### src/rtl/log10TablePkg.sv
package log10TablePkg;

    localparam int NUM_ITERS     = 6;                   // shift-add refinement steps
    localparam int LOG_FRAC_BITS = 7;
    localparam int LOG_BITS      = 4 + LOG_FRAC_BITS;   // Q4.7, signed
    localparam int MANT_BITS     = 6;                   // bits kept below leading one
    localparam int X_BITS        = 2 * NUM_ITERS + 1;   // guard bit + mantissa + shift room
    localparam int EXP_MAX       = 14;                  // exponent spans -14..14

    // log10(2^e) * 128 rounded, indexed by e + EXP_MAX
    localparam logic signed [LOG_BITS-1:0] LOG2_STEP [0:2*EXP_MAX] = '{
        -11'sd539,  // 2^-14, also used when nothing above bit 19
        -11'sd501,
        -11'sd462,
        -11'sd424,
        -11'sd385,
        -11'sd347,
        -11'sd308,
        -11'sd270,
        -11'sd231,
        -11'sd193,
        -11'sd154,
        -11'sd116,
        -11'sd77,
        -11'sd39,
        11'sd0,     // 2^0
        11'sd39,
        11'sd77,
        11'sd116,
        11'sd154,
        11'sd193,
        11'sd231,
        11'sd270,
        11'sd308,
        11'sd347,
        11'sd385,
        11'sd424,
        11'sd462,
        11'sd501,
        11'sd539    // 2^14
    };

    // log10(1 + 2^-(i+1)) * 128 rounded
    localparam logic [LOG_BITS-1:0] LOG_SCALE [0:NUM_ITERS-1] = '{
        11'd23, 11'd12, 11'd7, 11'd3, 11'd2, 11'd1
    };

endpackage

### src/rtl/mseFormatPkg.sv
package mseFormatPkg;

    localparam int MAG_BITS  = 13;                      // Q0.13 magnitude
    localparam int MEAN_BITS = 16;                      // configured mean magnitude
    localparam int DIFF_BITS = 18;                      // mag*32 - mean*2, signed
    localparam int SQ_BITS   = 36;                      // squared difference
    localparam int ACC_BITS  = 48;                      // window total, 14 bits of headroom
    localparam int SUM_SHIFT = 14;                      // total >> 14 gives linear sum
    localparam int SUM_BITS  = ACC_BITS - SUM_SHIFT;    // 34
    localparam int OUT_BITS  = 16;                      // sign extended log output

    typedef struct packed {
        logic                   valid;                  // sample strobe
        logic [MAG_BITS-1:0]    mag;
    } magSample_t;

    typedef struct packed {
        logic [MEAN_BITS-1:0]       meanMag;
        logic [15:0]                avgLength;          // samples per window, 0 = off
        logic signed [OUT_BITS-1:0] log10MseOffset;     // log10(1/K/mean^2), Q4.7 in low bits
    } mseConfig_t;

    typedef struct packed {
        logic                   valid;                  // one cycle per window
        logic [ACC_BITS-1:0]    total;
    } sqSum_t;

    typedef struct packed {
        logic                                       valid;
        logic [log10TablePkg::X_BITS-1:0]           mant;       // 0.mmmmmm000000
        logic signed [log10TablePkg::LOG_BITS-1:0]  logInit;    // log10 of 2^exp
        logic [SUM_BITS-1:0]                        mseSum;     // rides along to output
    } normTerm_t;

    typedef struct packed {
        logic                                       valid;
        logic [SUM_BITS-1:0]                        mseSum;
        logic signed [log10TablePkg::LOG_BITS-1:0]  log10MseSum;    // Q4.7 incl offset
        logic signed [OUT_BITS-1:0]                 log10Mse;
    } mseResult_t;

endpackage

### src/rtl/log10Normalizer.sv
`timescale 1ns/1ps

module log10Normalizer
(
    input  logic                        clk,
    input  logic                        reset,
    input  mseFormatPkg::sqSum_t        sumStage,
    output mseFormatPkg::normTerm_t     normStage
);

    logic [log10TablePkg::MANT_BITS-1:0]    mant;       // six bits from leading one down
    logic [4:0]                             expIdx;     // exponent + EXP_MAX

    // leading-one search over bits 47..20
    // bit p gives exponent p-33, nothing found gives -14
    always_comb
    begin
        mant   = sumStage.total[mseFormatPkg::SUM_SHIFT +: log10TablePkg::MANT_BITS];
        expIdx = 5'd0;
        for (int b = mseFormatPkg::SUM_SHIFT + log10TablePkg::MANT_BITS;
             b < mseFormatPkg::ACC_BITS; b++)
        begin
            if (sumStage.total[b])
            begin
                mant   = sumStage.total[b -: log10TablePkg::MANT_BITS];    // highest hit wins
                expIdx = 5'(b - (mseFormatPkg::SUM_SHIFT + log10TablePkg::MANT_BITS) + 1);
            end
        end
    end

    always_ff @(posedge clk)
    begin
        if (reset)
            normStage.valid <= 1'b0;
        else
            normStage.valid <= sumStage.valid;
        if (sumStage.valid)
        begin
            // guard zero on top, room for the shifts below
            normStage.mant    <= {1'b0, mant,
                {(log10TablePkg::X_BITS - 1 - log10TablePkg::MANT_BITS){1'b0}}};
            normStage.logInit <= log10TablePkg::LOG2_STEP[expIdx];
            normStage.mseSum  <= sumStage.total[mseFormatPkg::SUM_SHIFT +:
                                                mseFormatPkg::SUM_BITS];
        end
    end

endmodule

### src/rtl/log10ShiftAdd.sv
`timescale 1ns/1ps

module log10ShiftAdd
(
    input  logic                        clk,
    input  logic                        reset,
    input  mseFormatPkg::normTerm_t     normStage,
    input  mseFormatPkg::mseConfig_t    cfg,
    output mseFormatPkg::mseResult_t    result
);

    logic [log10TablePkg::X_BITS-1:0]           xVal;       // driven toward 1.0
    logic [log10TablePkg::X_BITS-1:0]           xCand;      // x * (1 + 2^-(i+1))
    logic signed [log10TablePkg::LOG_BITS-1:0]  logAcc;     // Q4.7
    logic signed [log10TablePkg::LOG_BITS-1:0]  logSum;     // with offset, wraps

    // multiply x up by 1+2^-k while it stays below 1.0
    // each accepted step takes its log back out
    always_comb
    begin
        xVal   = normStage.mant;
        logAcc = normStage.logInit;
        xCand  = normStage.mant;
        for (int i = 0; i < log10TablePkg::NUM_ITERS; i++)
        begin
            xCand = xVal + (xVal >> (i + 1));
            if (!xCand[log10TablePkg::X_BITS-1])    // top bit set means x would pass 1.0
            begin
                xVal   = xCand;
                logAcc = logAcc - log10TablePkg::LOG_SCALE[i];
            end
        end
    end

    assign logSum = logAcc + cfg.log10MseOffset[log10TablePkg::LOG_BITS-1:0];

    always_ff @(posedge clk)
    begin
        if (reset)
            result <= '0;
        else
        begin
            result.valid <= normStage.valid;
            if (normStage.valid)
            begin
                result.mseSum      <= normStage.mseSum;
                result.log10MseSum <= logSum;
                result.log10Mse    <= {{(mseFormatPkg::OUT_BITS - log10TablePkg::LOG_BITS){
                                        logSum[log10TablePkg::LOG_BITS-1]}}, logSum};
            end
        end
    end

endmodule

### src/rtl/mseEstimator.sv
`timescale 1ns/1ps

module mseEstimator
(
    input  logic                        clk,
    input  logic                        reset,
    input  mseFormatPkg::magSample_t    sample,         // valid is the sample strobe
    input  mseFormatPkg::mseConfig_t    cfg,            // static during a window
    input  logic                        startEstimate,  // falling edge arms a window
    output mseFormatPkg::mseResult_t    result
);

    mseFormatPkg::sqSum_t       sumStage;   // window total, 2 cycles after last sample
    mseFormatPkg::normTerm_t    normStage;  // mantissa and coarse log

    sqErrAccumulator accum0
    (
        .clk            (clk),
        .reset          (reset),
        .sample         (sample),
        .cfg            (cfg),
        .startEstimate  (startEstimate),
        .sumStage       (sumStage)
    );

    log10Normalizer norm0
    (
        .clk            (clk),
        .reset          (reset),
        .sumStage       (sumStage),
        .normStage      (normStage)
    );

    // result lands 4 cycles after the last sample edge
    log10ShiftAdd logCalc0
    (
        .clk            (clk),
        .reset          (reset),
        .normStage      (normStage),
        .cfg            (cfg),
        .result         (result)
    );

endmodule

### src/rtl/sqErrAccumulator.sv
`timescale 1ns/1ps

module sqErrAccumulator
(
    input  logic                        clk,
    input  logic                        reset,
    input  mseFormatPkg::magSample_t    sample,
    input  mseFormatPkg::mseConfig_t    cfg,
    input  logic                        startEstimate,
    output mseFormatPkg::sqSum_t        sumStage
);

    typedef struct packed {
        logic                                       valid;  // in-window term
        logic                                       last;   // final term of window
        logic signed [mseFormatPkg::DIFF_BITS-1:0]  value;
    } diffTerm_t;

    logic                                       startPrev;      // startEstimate at last strobe
    logic [1:0]                                 startHist;      // {previous, current}
    logic                                       fallingEdge;
    logic [15:0]                                winCount;       // samples left in window
    logic                                       windowOpen;
    logic signed [mseFormatPkg::DIFF_BITS-1:0]  diffNext;
    diffTerm_t                                  diffReg;
    logic signed [mseFormatPkg::SQ_BITS-1:0]    diffWide;
    logic [mseFormatPkg::SQ_BITS-1:0]           sqTerm;
    logic [mseFormatPkg::ACC_BITS-1:0]          sqWide;
    logic [mseFormatPkg::ACC_BITS-1:0]          accum;          // running window sum
    logic                                       lastLanded;     // last term now in accum

    assign startHist   = {startPrev, startEstimate};
    assign fallingEdge = (startHist == 2'b10);
    assign windowOpen  = (winCount != 16'd0);

    // mag*32 - mean*2, mag below 4096 keeps it in range
    assign diffNext = {sample.mag, {(mseFormatPkg::DIFF_BITS - mseFormatPkg::MAG_BITS){1'b0}}}
                    - {1'b0, cfg.meanMag, 1'b0};

    assign diffWide = {{(mseFormatPkg::SQ_BITS - mseFormatPkg::DIFF_BITS){diffReg.value[
                        mseFormatPkg::DIFF_BITS-1]}}, diffReg.value};
    assign sqTerm   = diffWide * diffWide;                  // always positive
    assign sqWide   = {{(mseFormatPkg::ACC_BITS - mseFormatPkg::SQ_BITS){1'b0}}, sqTerm};

    // window control and difference register
    always_ff @(posedge clk)
    begin
        if (reset)
        begin
            startPrev     <= 1'b0;
            winCount      <= 16'd0;
            diffReg.valid <= 1'b0;
            diffReg.last  <= 1'b0;
        end
        else
        begin
            diffReg.valid <= sample.valid & windowOpen;
            diffReg.last  <= sample.valid & (winCount == 16'd1);
            if (sample.valid)
            begin
                startPrev <= startEstimate;
                if (windowOpen)
                    winCount <= winCount - 16'd1;   // falling edges ignored here
                else if (fallingEdge)
                    winCount <= cfg.avgLength;      // zero keeps window closed
            end
        end
        if (sample.valid)
            diffReg.value <= diffNext;
    end

    // square and sum, hand total over once last term is in
    always_ff @(posedge clk)
    begin
        if (reset)
        begin
            accum          <= '0;
            lastLanded     <= 1'b0;
            sumStage.valid <= 1'b0;
        end
        else
        begin
            accum          <= (lastLanded ? '0 : accum) + (diffReg.valid ? sqWide : '0);
            lastLanded     <= diffReg.last;
            sumStage.valid <= lastLanded;
        end
        if (lastLanded)
            sumStage.total <= accum;
    end

endmodule

### config.mk
export PLATFORM = sky130hd
export DESIGN_NAME = mseEstimator
export DESIGN_NICKNAME = d
export VERILOG_FILES = /design/src/rtl/log10TablePkg.sv /design/src/rtl/mseFormatPkg.sv /design/src/rtl/log10Normalizer.sv /design/src/rtl/log10ShiftAdd.sv /design/src/rtl/mseEstimator.sv /design/src/rtl/sqErrAccumulator.sv
export SDC_FILE = /design/constraint.sdc
export NUM_CORES = 1
export LEC_CHECK = 0
export BUFFER_PORTS_ARGS = -buffer_cell sky130_fd_sc_hd__buf_2
export CAP_MARGIN = 20
export CORE_ASPECT_RATIO = 0.7
export CORE_MARGIN = 2
export CORE_UTILIZATION = 45
export CTS_CLUSTER_SIZE = 24
export DETAILED_ROUTE_END_ITERATION = 10
export GPL_TIMING_DRIVEN = 0
export PLACE_DENSITY = 0.57
export SYNTH_ARGS = -nofsm -noshare
export SYNTH_HDL_FRONTEND = slang
export SYNTH_HIERARCHICAL = 1
export SYNTH_SLANG_ARGS = --single-unit
### constraint.sdc
create_clock -name clk -period 32.4 [get_ports clk]
set_input_delay 6.48 -clock clk [delete_from_list [all_inputs] [get_ports clk]]
set_output_delay 6.48 -clock clk [all_outputs]
set_load 0.02 [all_outputs]
==> results.txt <==
- Clock latency at the later pin of the worst-skew pair: 0.59 ns
- For this run, the total global-route usage over all layers was measured as 0.242.
- Routed WL: about 76 mm
- Critical Setup Path Class: flip-flop to flip-flop
- Initial core utilization: 0.455
- The run finished with clean final reports.
- Number of global-route vias before repair: around 23000
- Post-CTS repair changed the size of 0 cells.
- After clock tree synthesis, the setup repair step added 0 buffers.
* Setup slack on the worst flop-to-flop path: 10.91 ns
* Die Area: 64100 sq um
- Critical path required time: around 33 ns
* Element type at the critical path end: flip-flop
- CTS saw around 220 sinks.
* Die boundary width: between 300 and 400 um
- Of all nets on the critical path, the largest fanout is 10.
- Count of input and output buffers: between 100 and 150
* TritonCTS buffer count: 25
- Max cap viols: 0
* Worst Max-Slew Pin Slew: ~0.94 ns
- Once detailed placement completed, the half-perimeter wirelength came to 63.0 mm.
- Setup repair after global routing left no endpoint under its margin.
* Share of cells above drive strength 1: 0.0857
- The net count of the finished layout is roughly 3900.
* Gate count of the mapped netlist: 3187
- Setup violations remaining at the end of the flow were counted as 0.
- Final-report hold violation count: 0
- Final Wtd Congestion: just over 0.9
- Cell area after synthesis: about 28000 sq um
- Peak Freq: between 0.04 and 0.05 GHz
- Data arrives at the worst endpoint at approximately 22 ns.
- Dividing the final minimum period by the clock period gives 0.663.
- The core region is 61400 sq um.
- The first global-routing pass estimated between 100 and 150 mm of wire.
- Dividing the detail-routed via count by the number of cells gives roughly 5.5.
- After detailed routing, the average wire length per cell comes to ~18 um.
* Final number of max-transition violations: 0
- Post-route setup TNS: 0 ns
- Count of hold-fix buffers inserted at cts: 0
- Leaving out fill and tap cells, the most frequent cell in the layout is sky130_fd_sc_hd__inv_1.
* End of the worst hold path: accum0/sumStage[23]
- Number of levels the H-tree was split into: 1
- The library cells used most frequently in the layout, excluding fill and tap cells, are 478 x sky130_fd_sc_hd__inv_1, 275 x sky130_fd_sc_hd__fa_1, 257 x sky130_fd_sc_hd__nor2_1, 245 x sky130_fd_sc_hd__ha_1, 221 x sky130_fd_sc_hd__nand2_1.
- In this run the vertical extent of the chip is about 210 um.
- Area growth from synthesis to final layout: 8.95%
* Number of antenna violations at the first check in global routing: 3
- TritonCTS built the clock tree.
* Buffers from clock root to sink, at most: 3
- In this run the most critical hold path is launched from accum0/accum[23].
* Avg Inst Size Synth: between 8 and 9 sq um
- Entering global routing, the biggest net connects just over 40 pins.
* Most Frequent Cell on Critical Path: sky130_fd_sc_hd__a21oi_1
* DRC errors left: 0
- Reg2reg end: logCalc0/result[26]
- In this run the count of I/O pins placed on the die edge is between 100 and 150.
- Yosys warnings: 6
- The clock arrives with 0.0462 ns of skew.
* Class of the worst hold path: flip-flop to flip-flop
- The routed layout has 22949 vias.
- In this design, the stage delay of the slowest critical-path cell is about 0.59 ns.
- Worst setup SP type: flip-flop
* FF-to-FF path depth: between 100 and 150
* Floorplan row count: 76
* Worst slew margin: 0.372
* Total global routing overflow: 0
* Number of cells on the worst hold path: 0
* Area post-placement: between 20000 and 30000 sq um
- Once detail routing completed, the nets flagged for antenna violations numbered 0.
* Clock input transition at the sequential cells of the worst setup and hold paths: roughly 0.060 ns
- The worst register-to-register path begins at norm0/normStage[52].
- Highest-delay cell along the critical path: sky130_fd_sc_hd__clkbuf_1
- Starting DRC count in detailed routing: 1717
* Final Critical Period: between 20 and 25 ns
- Clock Tree Root: sky130_fd_sc_hd__clkbuf_16
- Before antenna repair, the detailed router went through 5 iterations.
- With fillers left out, the area of the finished cells amounts to 30400 sq um.
[sequential cells by signal (all words and copies together), names as in the netlist]
| name | flops |
|---|---|
| accum0/winCount | 16 |
| accum0/lastLanded | 1 |
| logCalc0/result | 46 |
| norm0/normStage | 52 |
| accum0/startPrev | 1 |
| accum0/diffReg | 19 |
| accum0/sumStage | 35 |
| accum0/accum | 46 |
[critical path: cells and delay by family (launching register included)]
kind / cells / cell delay (ns)
xor gates and xnor gates: 4 / 0.79
buffers and inverters: 17 / 5.48
DFF: 1 / 0.50
AOI/OAI and AO/OA: 44 / 8.04
adders and majority gates: 13 / 3.45
and+or+nand+nor: 23 / 3.08
[cell type report]
class | count | area, sq um
Clock buffer | 31 | 648
Multi-Input combinational cell | 2353 | 20100
Antenna cell | 1 | 2.50
Fill cell | 5928 | 31000
Buffer | 142 | 687
Sequential cell | 216 | 5350
Timing Repair Buffer | 123 | 646
Tap cell | 819 | 1020
Inverter | 482 | 1810
Clock inverter | 15 | 155
[worst max-delay path by stage]
| stage | endpoint | start | slack (ns) | cells past startpoint |
|---|---|---|---|---|
| detailed placement | logCalc0/result[26] | norm0/normStage[52] | 11.18 | 101 |
| finish | logCalc0/result[26] | norm0/normStage[52] | 10.91 | 101 |
| global route | logCalc0/result[26] | norm0/normStage[52] | 8.93 | 101 |
| CTS | logCalc0/result[26] | norm0/normStage[52] | 11.10 | 101 |
| global placement | logCalc0/result[26] | norm0/normStage[52] | 11.67 | 101 |
| floorplan | logCalc0/result[26] | norm0/normStage[53] | 15.17 | 101 |
[layer usage]
layer / wire, um / GRT usage / share of wire / up-vias
met3: 5660 / 0.0433 / 0.074 / 64
met4: 1130 / 0.0358 / 0.015 / 2
met5: 96 / 0.0146 / 0.0013 / -
met2: 30800 / 0.352 / 0.40 / 713
met1: 38400 / 0.377 / 0.50 / 11123
li1: - / - / - / 11047
[through the flow]
stage | utilization | worst slack (ns) | instances | hold WS, ns
finish | 0.495 | 10.91 | 4182 | 0.394
global route | 0.495 | 8.93 | 4181 | 0.410
CTS | 0.495 | 11.10 | 4181 | 0.398
detailed placement | 0.482 | 11.18 | 4135 | 0.410
global placement | 0.482 | 11.67 | 4133 | 0.410
floorplan | - | 15.17 | 3193 | 0.401
Power is left out: the tool's default activity adds up to more than one toggle a clock period on the data nets, which glitch-free logic cannot reach.
